**config.mk**
```make
export PLATFORM = sky130hd
export DESIGN_NAME = frameLoader
export DESIGN_NICKNAME = d
export VERILOG_FILES = /design/src/hdl/panelPkg.sv /design/src/hdl/frameLoader.sv
export SDC_FILE = /design/constraint.sdc
export NUM_CORES = 1
export LEC_CHECK = 0
export ABC_CLOCK_PERIOD_IN_PS = 2300
export BUFFER_PORTS_ARGS = -buffer_cell sky130_fd_sc_hd__buf_2
export CAP_MARGIN = 5
export CORE_ASPECT_RATIO = 0.6
export CORE_MARGIN = 4
export CORE_UTILIZATION = 35
export CTS_BUF_LIST = sky130_fd_sc_hd__clkbuf_4
export DETAILED_ROUTE_END_ITERATION = 10
export GPL_TIMING_DRIVEN = 0
export PLACE_DENSITY_LB_ADDON = 0.15
export REMOVE_ABC_BUFFERS = 1
export SETUP_SLACK_MARGIN = 0.5
export SYNTH_ARGS = -nofsm -noshare
export SYNTH_HDL_FRONTEND = slang
export SYNTH_SLANG_ARGS = --single-unit
```
**constraint.sdc**
```tcl
create_clock -name ClockB -period 2.3 [get_ports ClockB]
set_input_delay 0.115 -clock ClockB [delete_from_list [all_inputs] [get_ports ClockB]]
set_output_delay 0.115 -clock ClockB [all_outputs]
set_load 0.1 [all_outputs]
```
**src/hdl/panelPkg.sv**
```systemverilog
package panelPkg;

    // panel geometry
    localparam int panelWidth = 64;
    localparam int panelHeight = 32;
    localparam int halfHeight = 16;
    localparam int bytesPerPixel = 2;
    localparam int frameBytes = panelWidth * panelHeight * bytesPerPixel;

    // byte address fields, top to bottom: subpanel, row of half, column, colour select
    localparam int colorSelectBits = $clog2(bytesPerPixel);
    localparam int subpanelBits = $clog2(panelHeight / halfHeight);
    localparam int rowBits = $clog2(halfHeight);
    localparam int colBits = $clog2(panelWidth);
    localparam int laneAddrBits = rowBits + colBits;
    localparam int byteAddrBits = subpanelBits + laneAddrBits + colorSelectBits;

    // one lane per (panel half, byte of pixel)
    localparam int structureBits = subpanelBits + colorSelectBits;
    localparam int lanes = 1 << structureBits;
    localparam int laneDepth = 1 << laneAddrBits;
    localparam int laneWordBits = 8;
    localparam int pairWordBits = lanes * laneWordBits;

    // lane index is {subpanel, colour select}
    localparam int laneTopHigh = 0;
    localparam int laneTopLow = 1;
    localparam int laneBotHigh = 2;
    localparam int laneBotLow = 3;

    // RGB565 msb positions, high byte RRRRRGGG and low byte GGGBBBBB
    localparam int redBit = 7;
    localparam int greenBit = 2;
    localparam int blueBit = 4;

    // scan timing in ClockB cycles
    localparam int slotCycles = 4;
    localparam int phaseBits = $clog2(slotCycles);
    localparam int clkHighPhase = 2;
    localparam int pubPhase = 3;
    localparam int blankCycles = 2;

    typedef logic [byteAddrBits-1:0] byteAddrT;
    typedef logic [laneAddrBits-1:0] laneAddrT;
    typedef logic [laneWordBits-1:0] laneWordT;
    // lane 3 in the top byte down to lane 0 in the bottom byte
    typedef logic [lanes-1:0][laneWordBits-1:0] pairWordT;

endpackage
```
**src/hdl/frameLoader.sv**
```systemverilog
module frameLoader (
    input  logic               ClockB,
    input  logic               rstN,
    input  logic               frameStart,
    input  logic               byteValid,
    input  panelPkg::laneWordT byteData,
    output logic               wrEn,
    output panelPkg::byteAddrT wrAddr,
    output panelPkg::laneWordT wrData,
    output logic               frameLoaded
);
    import panelPkg::*;

    // address the next accepted byte goes to
    byteAddrT nextAddr;
    // address used this cycle, forced to 0 by frameStart
    byteAddrT baseAddr;
    // set once the last byte of the frame has been accepted
    logic     full;
    logic     accept;

    assign baseAddr = frameStart ? '0 : nextAddr;
    // a frameStart reopens the frame even when it was full
    assign accept = byteValid && (frameStart || !full);

    always_ff @(posedge ClockB) begin
        if (!rstN) begin
            nextAddr <= '0;
            full <= 1'b0;
            wrEn <= 1'b0;
            frameLoaded <= 1'b0;
        end else begin
            wrEn <= accept;
            // one cycle behind full, so it follows the last write
            frameLoaded <= full && !frameStart;
            if (frameStart) begin
                nextAddr <= '0;
                full <= 1'b0;
            end
            if (accept) begin
                nextAddr <= baseAddr + 1'b1;
                full <= (baseAddr == byteAddrT'(frameBytes - 1));
            end
        end
    end

    // write payload, raster order equals byte address order
    always_ff @(posedge ClockB) begin
        if (accept) begin
            wrAddr <= baseAddr;
            wrData <= byteData;
        end
    end

endmodule

```
---- Yosys cells after proc, flatten, opt, wreduce, memory -nomap -nowiden ----
Cells that the tools add are included.
operators by class
  mux-type cells .......................... 4
  add/subtract/negate cells ............... 1
  reduce and logical (&&, ||, !) cells .... 6
  eq/ne operators ......................... 1
operators by type and width
  cell                                            number
  two-way mux 12 bit                              2
  adder 12 x 1 -> 12 bit (second input constant)  1
  equality test 12 bit (second input constant)    1
  logical AND 1 bit                               2
  logical NOT 1 bit                               2
  two-way mux 1 bit                               2
  nonzero test 2 bit                              1
  logical OR 1 bit                                1
word-level totals
  bits in registers ....................... 35
  logic and storage cells ................. 18
  output and inout bits ................... 22

---- Logic depth before layout (Yosys ltp) ----
  depth in word-level cells ............... 4
  depth in mapped cells ................... 6

---- Worst setup path before layout ----
OpenSTA, ideal clock, no wires.
  kind .................................... reg2reg
  start point ............................. reg nextAddr[0]
  end point ............................... reg nextAddr[8]
  buffers on the path ..................... 0
  clock period less this slack ............ 1.604 ns
  stages on the path, launching flop included .. 6
  data required time ...................... 2.230 ns
  path slack .............................. 0.696 ns
  data arrival time ....................... 1.534 ns
  cell sequence ........................... dfxtp_1 > nor2b_1 > ha_1 > nand4b_4 > or4_1 > a21oi_1
on the way
  word-level cells in the longest chain between the ends .. 3
RTL lines
  what                      line               RTL
  start: declaration        frameLoader.sv:15  byteAddrT nextAddr;
  start signal: assignment  frameLoader.sv:41  nextAddr <= baseAddr + 1'b1;
  two-way mux 12 bit        -
  net baseAddr[0]           frameLoader.sv:17  byteAddrT baseAddr;
  adder 12 x 1 -> 12 bit    frameLoader.sv:41
  two-way mux 12 bit        frameLoader.sv:40  if (accept) begin
The timed path passes the listed nets, and every way through them passes these cells.
A chain may end at the register's enable or synchronous reset.

---- Worst setup path in the final report ----
  start point ............................. reg nextAddr[1]
  end point ............................... reg nextAddr[8]
Same word-level chain as after synthesis.

==> metrics.yaml <==
syn_inst: 111
maxSlewHeadroom_pct: 67.3
report.final.slew_viol_count: 0
io-pin-count: 34
grt_usage_pct: 11.4
finalSetupViolCount: 0
power.share.clock_pct: 25.8
fmax_ghz: 0.597
syn2layout_area_growth_pct: 24.1
crit_slowest_cell: "or4_1"
intPower_mw: 0.849
min_path_type: "primary input to register"
pwr-share-seq_pct: 55.4
wl_per_cell_um: 13.9
firstDrtPassIters: 4
ir_drop_mv: 0.292
ant_nets: 0
grt_first_pass_wirelength_mm: 4.64
cts.path.max_buffers: 2
die_h_um: 57.9
place.gp.congestion: 0.728
layout_min_cycle_time_ns: 1.68
hold_depth: 2
crit_path_start_kind: "register"
fin_cells: 203
cp-end-kind: "register"
setup_ws_ns: 0.624
crit_fanout: 7
status: "complete, no violations"
clk_latency_ns: 0.33
synthArstFlopShare_pct: 0
p_sw_share_pct: 31.8
antenna_found_initial: 0
period_share_pct: 72.9
ff_latch_area_um2: 901
power_mw: 1.25
reg2reg_slack_ns: 0.62
yosysWarnings: 0
post_synth.cell_area_avg_um2: 13.1
powerDensity_mw_per_mm2: 692
ys.flop_type: "edfxtp_1"
yosysSeqAreaShare_pct: 62.1
viasPerCell: 5.02
dieArea_mm2: 0.00527
synth_edf_count: 20
tightest_slew_ns: 0.491
p_switching_mw: 0.396
hp-start: "rstN"
fin_area_mm2: 0.00180
r2r_cells: 5
cp_data_required_time_ns: 2.56
drc: 0
post-cts-setup-buffers: 0
grt_pass1_vias: 958
finalHoldViolations: 0
core-area_mm2: 0.00383
p_leak_nw: 0.722
r2r-end: "nextAddr[8]"
skew_ns: 0.00724
combinationalPowerShare_pct: 18.9
dp.final_hpwl_mm: 1.93
clock_sinks: 35
final_nets: 168
drt_wl_total_mm: 2.82
cpPeakStageDelay_ns: 0.52
dpl_cell_area_mm2: 0.00165
drt_iter0_markers: 49
rsz0062_at_grt: "false"
worstHoldEndpoint: "nextAddr[1]"
initial_core_util_pct: 37.9
cts_tree: "done"
worstReg2RegStart: "nextAddr[1]"
multi_input_area_um2: 528
grt_remaining_overflow: 0
cts_buffers: 5
fillers: 368
drive_gt1_share_pct: 31.4
io_buffers: 33
syn_area_mm2: 0.00145
timing_worst_setup_path_type: "register to register"
dp_cells: 187
maxCapViolCount: 0
preCtsSetupSlack_ns: 0.479
worstPathArrival_ns: 1.94
synth.distinct_cells: 34
tns_ns: 0
synth-seq-cells: 35
clk_pin_slew_ns: 0.10
num_antenna_cells: 0
grt_max_degree: 21
cts_max_level: 2
root_buffer: "clkbuf_4"
std_cell_rows: 17
die_w_um: 91.1
worstPathCellList: "nor2b_2 > ha_4 > nand4b_4 > or4_1 > a21oi_1"
via_count: 1019
==> cell usage after synthesis (2+ instances only) <==
cell / n / area share [%]
mux2i_1: 3 / 2.1
or4_1: 2 / 1.0
inv_1: 4 / 1.0
nand2_1: 5 / 1.3
nand4b_4: 2 / 3.3
nand4b_1: 4 / 2.4
dfxtp_1: 15 / 21
o21ai_0: 3 / 1.0
buf_6: 2 / 1.6
nor4_1: 2 / 0.86
or3_1: 3 / 1.3
a21oi_1: 7 / 2.4
o31ai_1: 2 / 1.0
nand3b_1: 3 / 1.6
edfxtp_1: 20 / 41
clkbuf_1: 2 / 0.52
nand2b_1: 4 / 1.7
and3_2: 2 / 1.0
nor2b_1: 11 / 4.7
==> power groups by stage <==
stage	clock network, mW	registers (mW)	logic (mW)
CTS	0.335	0.690	0.234
detailed placement	0	0.704	0.223
finish	0.321	0.689	0.235
global route	0.360	0.692	0.243
global placement	0	0.704	0.222
floorplan	0	0.866	0.0190
==> layout by cell type (no fill, tap or decap), drive strengths merged, types with 4 or more instances in the layout <==
master       instances
a21oi                7
buf                 33
clkbuf               6
dfxtp               15
dlygate4sd3          8
edfxtp              20
inv                  4
nand2                5
nand2b               5
nand4b               6
nor2b               11
==> metal layers <==
metal | GRT usage [%] | share of wire (%) | vias up | wire [um]
met5 | 0 | 0 | - | 0
met4 | 5.79 | 1.0 | 0 | 29
met3 | 4.02 | 4.3 | 5 | 121
met2 | 16.4 | 45 | 28 | 1280
met1 | 15.3 | 49 | 485 | 1390
li1 | - | - | 501 | -
==> layout make-up <==
type	count	area share, %
clock inverter	2	0.417
tap	47	3.27
inverter	4	0.834
clock buffer	6	2.50
sequential	35	50.0
timing repair buffer	41	13.6
multi-input combinational	68	29.3
==> sequential cells by signal, indices dropped and copies added (netlist names) <==
register / flops
wrData: 8
frameLoaded: 1
full: 1
wrEn: 1
wrAddr: 12
nextAddr: 12
==> through the flow <==
step           hold slack [ns]  util, %
2_1_floorplan            0.214        -
3_3_place_gp             0.292     43.0
3_5_place_dp             0.293     43.0
4_1_cts                  0.104     46.5
5_1_grt                  0.106     47.0
6_report                 0.111     47.0
==> critical path: cells and delay by family (launching register included) <==
family	cells	cell delay (ns)
and+or+nand+nor	3	0.89
DFF	1	0.37
adders and majority gates	1	0.18
AOI/OAI and AO/OA	1	0.16
==> kinds of logic after synthesis <==
| kind of cell | after synthesis | synth area share [%] |
|---|---|---|
| simple gates | 45 | 23.2 |
| compound gates | 19 | 8.71 |
| flops | 35 | 62.1 |
| fa+ha+maj | 1 | 0.862 |
| buf+inv | 8 | 3.10 |
| mux | 3 | 2.07 |
==> timing repair <==
action                                 4_1_cts  5_1_grt
setup endpoints to repair                    1        4
pin swaps                                    0        0
endpoints found under the hold margin        8        0
hold buffers                                 8        0
resized for setup                            1        4
==> worst max path at each step <==
| stage | cells past startpoint | slack (ns) | start | endpoint |
|---|---|---|---|---|
| after floorplan | 5 | 0.70 | nextAddr[0] | nextAddr[8] |
| after detailed placement | 6 | 0.48 | frameStart | nextAddr[8] |
| final | 5 | 0.62 | nextAddr[1] | nextAddr[8] |
| after global placement | 6 | 0.54 | frameStart | nextAddr[8] |
| after global routing | 5 | 0.53 | nextAddr[1] | nextAddr[8] |
| after CTS | 5 | 0.50 | nextAddr[0] | nextAddr[8] |
No activity file was read; power rests on OpenSTA's default activity.
