--- config.mk ---
export PLATFORM = sky130hd
export DESIGN_NAME = scanController
export DESIGN_NICKNAME = d
export VERILOG_FILES = /design/src/hdl/panelPkg.sv /design/src/hdl/scanController.sv
export SDC_FILE = /design/constraint.sdc
export NUM_CORES = 1
export LEC_CHECK = 0
export BUFFER_PORTS_ARGS = -buffer_cell sky130_fd_sc_hd__buf_2
export CORE_ASPECT_RATIO = 1.75
export CORE_UTILIZATION = 35
export DETAILED_ROUTE_END_ITERATION = 8
export PLACE_DENSITY = 0.68
export SETUP_SLACK_MARGIN = 0.02
export SYNTH_ARGS = -nofsm -noshare
export SYNTH_HDL_FRONTEND = slang
export SYNTH_SLANG_ARGS = --single-unit
--- constraint.sdc ---
create_clock -name ClockB -period 4.8 [get_ports ClockB]
set_input_delay 0.96 -clock ClockB [delete_from_list [all_inputs] [get_ports ClockB]]
set_output_delay 0.96 -clock ClockB [all_outputs]
set_load 0.05 [all_outputs]
--- src/hdl/panelPkg.sv ---
package panelPkg;

    // panel geometry
    localparam int panelWidth = 64;
    localparam int panelHeight = 32;
    localparam int halfHeight = 16;
    localparam int bytesPerPixel = 2;
    localparam int frameBytes = panelWidth * panelHeight * bytesPerPixel;

    // byte address fields, top to bottom: subpanel, row of half, column, colour select
    localparam int colorSelectBits = $clog2(bytesPerPixel);
    localparam int subpanelBits = $clog2(panelHeight / halfHeight);
    localparam int rowBits = $clog2(halfHeight);
    localparam int colBits = $clog2(panelWidth);
    localparam int laneAddrBits = rowBits + colBits;
    localparam int byteAddrBits = subpanelBits + laneAddrBits + colorSelectBits;

    // one lane per (panel half, byte of pixel)
    localparam int structureBits = subpanelBits + colorSelectBits;
    localparam int lanes = 1 << structureBits;
    localparam int laneDepth = 1 << laneAddrBits;
    localparam int laneWordBits = 8;
    localparam int pairWordBits = lanes * laneWordBits;

    // lane index is {subpanel, colour select}
    localparam int laneTopHigh = 0;
    localparam int laneTopLow = 1;
    localparam int laneBotHigh = 2;
    localparam int laneBotLow = 3;

    // RGB565 msb positions, high byte RRRRRGGG and low byte GGGBBBBB
    localparam int redBit = 7;
    localparam int greenBit = 2;
    localparam int blueBit = 4;

    // scan timing in ClockB cycles
    localparam int slotCycles = 4;
    localparam int phaseBits = $clog2(slotCycles);
    localparam int clkHighPhase = 2;
    localparam int pubPhase = 3;
    localparam int blankCycles = 2;

    typedef logic [byteAddrBits-1:0] byteAddrT;
    typedef logic [laneAddrBits-1:0] laneAddrT;
    typedef logic [laneWordBits-1:0] laneWordT;
    // lane 3 in the top byte down to lane 0 in the bottom byte
    typedef logic [lanes-1:0][laneWordBits-1:0] pairWordT;

endpackage
--- src/hdl/scanController.sv ---
module scanController (
    input  logic                        ClockB,
    input  logic                        rstN,
    input  logic                        scanEn,
    input  panelPkg::pairWordT          pairWord,
    output panelPkg::laneAddrT          rdAddr,
    output logic                        pubEn,
    output logic                        r1,
    output logic                        g1,
    output logic                        b1,
    output logic                        r2,
    output logic                        g2,
    output logic                        b2,
    output logic                        panelClk,
    output logic                        latch,
    output logic                        oeN,
    output logic [panelPkg::rowBits-1:0] rowAddr
);
    import panelPkg::*;

    typedef enum logic [1:0] {
        sIdle,
        sShift,
        sBlank,
        sLatch
    } scanStateT;

    scanStateT state;
    // cycle inside a pixel slot, also times the blank
    logic [phaseBits-1:0] phase;
    // slot count, one extra slot at the end drains the last column
    logic [colBits:0] colCnt;
    // row being shifted in, shown after the next latch
    logic [rowBits-1:0] nextRow;
    logic slotEnd;
    logic lastSlot;
    logic dataSlot;

    assign nextRow = rowAddr + 1'b1;
    assign slotEnd = (phase == phaseBits'(slotCycles - 1));
    assign lastSlot = (colCnt == (colBits + 1)'(panelWidth));
    // slot 0 only issues a read, nothing to clock out yet
    assign dataSlot = (colCnt != '0);

    // column c is addressed during all of slot c
    assign rdAddr = {nextRow, colCnt[colBits-1:0]};

    // 3 cycles after the address, data reaches the lane stage
    assign pubEn = (state == sShift) && (phase == phaseBits'(pubPhase)) && !lastSlot;

    // pairWord only changes on a slot boundary, so data is stable across the slot
    assign r1 = pairWord[laneTopHigh][redBit];
    assign g1 = pairWord[laneTopHigh][greenBit];
    assign b1 = pairWord[laneTopLow][blueBit];
    assign r2 = pairWord[laneBotHigh][redBit];
    assign g2 = pairWord[laneBotHigh][greenBit];
    assign b2 = pairWord[laneBotLow][blueBit];

    // high in the last two cycles of a slot carrying data
    assign panelClk = (state == sShift) && dataSlot && (phase >= phaseBits'(clkHighPhase));
    assign latch = (state == sLatch);
    // panel is lit only while a row shifts in
    assign oeN = (state != sShift);

    always_ff @(posedge ClockB) begin
        if (!rstN) begin
            state <= sIdle;
            phase <= '0;
            colCnt <= '0;
            rowAddr <= '0;
        end else begin
            case (state)
                sIdle: begin
                    // wait here at a row boundary until scanning is enabled
                    if (scanEn) begin
                        state <= sShift;
                        phase <= '0;
                        colCnt <= '0;
                    end
                end
                sShift: begin
                    // phase wraps by itself at the end of the slot
                    phase <= phase + 1'b1;
                    if (slotEnd) begin
                        if (lastSlot) begin
                            state <= sBlank;
                            phase <= '0;
                        end else begin
                            colCnt <= colCnt + 1'b1;
                        end
                    end
                end
                sBlank: begin
                    phase <= phase + 1'b1;
                    if (phase == phaseBits'(blankCycles - 1)) begin
                        state <= sLatch;
                        phase <= '0;
                        // new row shows up together with latch
                        rowAddr <= nextRow;
                    end
                end
                sLatch: begin
                    phase <= '0;
                    colCnt <= '0;
                    // scanEn is sampled only between rows
                    state <= scanEn ? sShift : sIdle;
                end
                default: begin
                    state <= sIdle;
                end
            endcase
        end
    end

endmodule

### Word-level counts from Yosys, hierarchy flattened

Index checks and enable logic that the tools add are counted.

| operators by class | value |
|---|---|
| reduce and logical (&&, ||, !) cells | 11 |
| equal/unequal tests | 12 |
| multiplexer cells | 15 |
| order comparisons | 1 |
| $add $sub $neg | 3 |

Operators with widths:

| cell | number |
|---|---|
| 2-to-1 mux 7 bit | 3 |
| case mux 7 bit (3 select lines) | 1 |
| 2-to-1 mux 2 bit | 8 |
| case mux 2 bit (4 select lines) | 2 |
| inequality test 2 bit (second input constant) | 5 |
| AND reduction 4 bit | 2 |
| adder 7 x 1 -> 7 bit (second input constant) | 1 |
| == test 7 bit (second input constant) | 1 |
| nonzero test 7 bit | 1 |
| == test 2 bit (second input constant) | 3 |
| adder 4 x 1 -> 4 bit (second input constant) | 1 |
| == test 2 x 1 -> 1 bit (second input constant) | 2 |
| logical AND 1 bit | 4 |
| nonzero test 3 bit | 1 |
| adder 2 x 1 -> 2 bit (second input constant) | 1 |
| greater-or-equal comparator 2 bit (second input constant) | 1 |
| logical NOT 2 bit | 1 |
| inequality test 2 x 1 -> 1 bit (second input constant) | 1 |
| AND reduction 2 bit | 1 |
| logical NOT 1 bit | 1 |
| 2-to-1 mux 1 bit | 1 |

| storage, ports and cells | value |
|---|---|
| word-level logic and storage cells | 46 |
| input port bits | 35 |
| output and inout bits | 24 |
| flip-flop bits (word level) | 15 |

### Depth between registers and ports, before layout

| depth | value |
|---|---|
| depth in word-level cells | 4 |
| gate-level depth with buffers | 7 |
| gate-level depth less buffers | 6 |

### Least setup slack after synthesis

No wires, ideal clock.

| timing | value |
|---|---|
| path kind | register -> output |
| start | register state[1] |
| end | output port pubEn |
| data arrival time | 1860 ps |
| stages on the path, launching flop included | 6 |
| path slack | 1980 ps |
| buffers on the path | 1 |
| cell sequence | dfxtp_1 -> inv_1 -> ha_1 -> clkbuf_1 -> inv_1 -> nor2_1 |

| between the ends | value |
|---|---|
| longest elaborated chain between the ends | 3 |

RTL lines:

| element | RTL line | text |
|---|---|---|
| from (decl) | scanController.sv:28 | `scanStateT state;` |
| from (signal assigned) | scanController.sv:67 | `state <= sIdle;` |
| from (signal assigned) | scanController.sv:76 | `state <= sShift;` |
| from (signal assigned) | scanController.sv:86 | `state <= sBlank;` |
| == test 2 x 1 -> 1 bit | scanController.sv:49 | `assign pubEn = (state == sShift) && (phase == phaseBits'(pubPhase)) && !lastSlot;` |
| logical AND 1 bit (2 in a row) | scanController.sv:49 |  |
| to (decl) | scanController.sv:7 | `output logic pubEn,` |

No other way between the ends.

### Final worst setup path

| timing | value |
|---|---|
| start | register colCnt[3] |
| end | output port pubEn |

| between the ends | value |
|---|---|
| longest elaborated chain between the ends | 3 |

RTL lines:

| element | RTL line | text |
|---|---|---|
| from (decl) | scanController.sv:32 | `logic [colBits:0] colCnt;` |
| from (signal assigned) | scanController.sv:89 | `colCnt <= colCnt + 1'b1;` |
| == test 7 bit | scanController.sv:41 | `assign lastSlot = (colCnt == (colBits + 1)'(panelWidth));` |
| logical NOT 1 bit | scanController.sv:49 |  |
| logical AND 1 bit | scanController.sv:49 |  |

No other way between the ends.

==> flow_metrics.tcl <==
set metrics [dict create \
    outcome "finished clean" \
    wl_per_cell_um 13.34 \
    yosys.area_share.xor_xnor_pct 3.252 \
    synth_flop_cell "dfxtp_1" \
    grt_use_total_pct 14.60 \
    drt-pass1-iter-count 6 \
    die_w_um 43.94 \
    startpoint_type "flip-flop" \
    start_util_pct 36.79 \
    synth_top_cell_area_share_pct 27.87 \
    worstMarginPinSlew_ps 492.6 \
    synth_common_cells "dfxtp_1, nand2_1, ha_1" \
    cp_max_fo 6 \
    yosysUniqueCellTypes 36 \
    synth.top_cells.by_area "dfxtp_1, ha_1, buf_4" \
    syn_area_um2 1077 \
    r2r_slack_ps 2670 \
    yosysMostFrequentCell "dfxtp_1" \
    cts-root-buf "clkbuf_8" \
    clockBufferDepth 2 \
    num_rows 26 \
    ctsResizeCount 0 \
    cts_buffers 3 \
    drc 0 \
    dp_hpwl_um 1779 \
    fin_hold_ws_ps 512.2 \
    netlist_instances 134 \
    area.growth.synth_to_final_pct 7.665 \
    whs_path_depth 2 \
    grt_max_degree 12 \
    cp.required_ps 3840 \
    finalHoldViolations 0 \
    cp_cell_sequence "or3_4 -> o21ai_0 -> nor2_1 -> buf_2" \
    max_cap_viol_count 0 \
    wirelength_um 2295 \
    layout.nets 193 \
    synth_top_family_by_area "simple AND/OR/NAND/NOR gates" \
    slew_headroom_pct 67.09 \
    post_cts_buffers 0 \
    crit_family "simple AND/OR/NAND/NOR gates" \
    skew_ps 0.6927 \
    htreeDepth 1 \
    setup_viol 0 \
    cp-startpoint "colCnt[3]" \
    ir_worst_vdd_mv 0.1816 \
    dieArea_um2 3313 \
    synth_warnings 0 \
    timing.setup.tns_ps 0 \
    syn_nets 182 \
    grt_pass1_vias 881 \
    clock_latency_ps 250 \
    io_pins 59 \
    min_period_ps 2658 \
    endpoint_kind "output port" \
    synth_compound_gate_area_share_pct 17.07 \
    fmax_ghz 0.3762 \
    leakagePower_nw 0.4810 \
    die_h_um 75.39 \
    drtIter0Drc 16 \
    vias_per_cell 5.634 \
    rsz0062_at_grt "false" \
    hold-path-endpoint "rowAddr[1]" \
    gp_congestion 0.8946 \
    powerDensity_nw_per_um2 380.5 \
    async_flop_share_pct 0 \
    period_share_pct 55.38 \
    io_buffers 20 \
    synth-simple-area-share_pct 23.58 \
    grt_pass1_wl_um 3636 \
    max_stage_delay_ps 420 \
    diodes 0 \
    r2r_start "state[0]" \
    core-area_um2 2928 \
    slew_viol_final 0 \
    syn-mean-instance-area_um2 8.039 \
    min_from "rowAddr[1]" \
    postCtsHoldBufs 0 \
    grt_overflow 0 \
    cts_tree "built" \
    cp_slowest_cell "or3_4" \
    antenna_found_initial 0 \
    synth_mux_area_share_pct 0.9292 \
    vias 969 \
    drive_above_1_share_pct 17.36 \
    synth_edf_count 0 \
    yosysTopAreaCell "dfxtp_1" \
    yosysSeqAreaShare_pct 27.87 \
    ys_ff_latch 15 \
    critPathKind "reg2out" \
    final_antenna_net_count 0 \
    clkTransAtPathRegs_ps 60 \
    worstRegToRegCells 6 \
    synth_fa_ha_area_share_pct 15.10 \
    path_buf_inv 1 \
    clkSinkCount 15 \
    crit_arrival_ps 1700 \
    r2r-end "colCnt[6]" \
    hold_path.class "reg2reg" \
]
## flip-flops by register name (all words and copies together) (netlist names)
signal	flops
phase	2
colCnt	7
state	2
rowAddr	4
## per-layer routing
metal / share of wire (%) / up-vias / global-route usage [%] / wire length (um)
met5: 0 / - / 0 / 0
met4: 3.2 / 0 / 11.45 / 74
met3: 4.0 / 9 / 2.133 / 92
met2: 52 / 35 / 26.37 / 1188
met1: 41 / 447 / 14.56 / 940
li1: - / 478 / - / -
## cell type report
class                      instances  area [um2]
fill                             319        1768
multi-input combinational         96       645.6
sequential                        15       300.3
timing repair buffer              20       100.1
clock buffer                       4       45.04
tap                               28       35.03
inverter                           9       33.78
## worst reg2reg max path, stage by stage (launching register included)
cell,delay (ps)
dfxtp_1,410
inv_1,130
ha_1,220
nor2b_1,210
or4_1,590
or3_1,370
a21oi_1,140
## report_power, final
part / internal, mW / leakage [nW] / switching, mW / total (mW)
Clock: 0.0589 / 0.0228 / 0.0473 / 0.106
Combinational: 0.0629 / 0.337 / 0.123 / 0.186
Sequential: 0.134 / 0.121 / 0.0145 / 0.149
Total: 0.256 / 0.481 / 0.185 / 0.441
## logic make-up (layout without fill, tap and decap cells)
group | Yosys count | count (layout)
buffers and inverters | 23 | 33
adder cells (fa/ha/maj) | 13 | 13
AND/OR/NAND/NOR | 49 | 49
AO/OA/AOI/OAI | 29 | 29
multiplexers | 1 | 1
XOR/XNOR | 4 | 4
flip-flops | 15 | 15
## through the flow
step	power [mW]	std cells	instance area, um2	setup slack, ps	util, %
after detailed placement	0.3366	168	1115	2442	38.08
after floorplan	0.3089	134	1077	1980	-
after global routing	0.4699	172	1160	2030	39.62
final	0.4414	172	1160	2142	39.62
after CTS	0.4423	172	1160	2172	39.62
after global placement	0.3307	168	1115	2451	38.08
## how the worst max path moves through the flow
stage,endpoint,slack (ps),depth (start not counted)
6_report,pubEn,2140,4
5_1_grt,pubEn,2030,5
3_3_place_gp,pubEn,2450,4
2_1_floorplan,pubEn,1980,5
3_5_place_dp,pubEn,2440,5
4_1_cts,pubEn,2170,5
## layout by cell type, fill, tap and decap left out, drive strengths merged
cell     netlist  final
o21a           1      1
o41ai          1      1
or4            2      2
clkbuf         2      4
o311ai         1      1
nand4b         1      1
clkinv         1      1
inv            8      8
nand4          2      2
o32ai          1      1
a31oi          1      1
a21o           1      1
nand2b         4      4
ha            13     13
nand3          7      7
a21oi          9      9
o221a          1      1
nand2         14     14
buf           12     20
a2111oi        1      1
o21ai          8      8
o31a           2      2
nor3           2      2
nand3b         1      1
o22ai          1      1
mux2i          1      1
or3            4      4
a211oi         1      1
dfxtp         15     15
nor2           7      7
xor2           2      2
nor4           1      1
and2           1      1
xnor2          2      2
nor2b          3      3
Power figures use the tool's default switching activity.
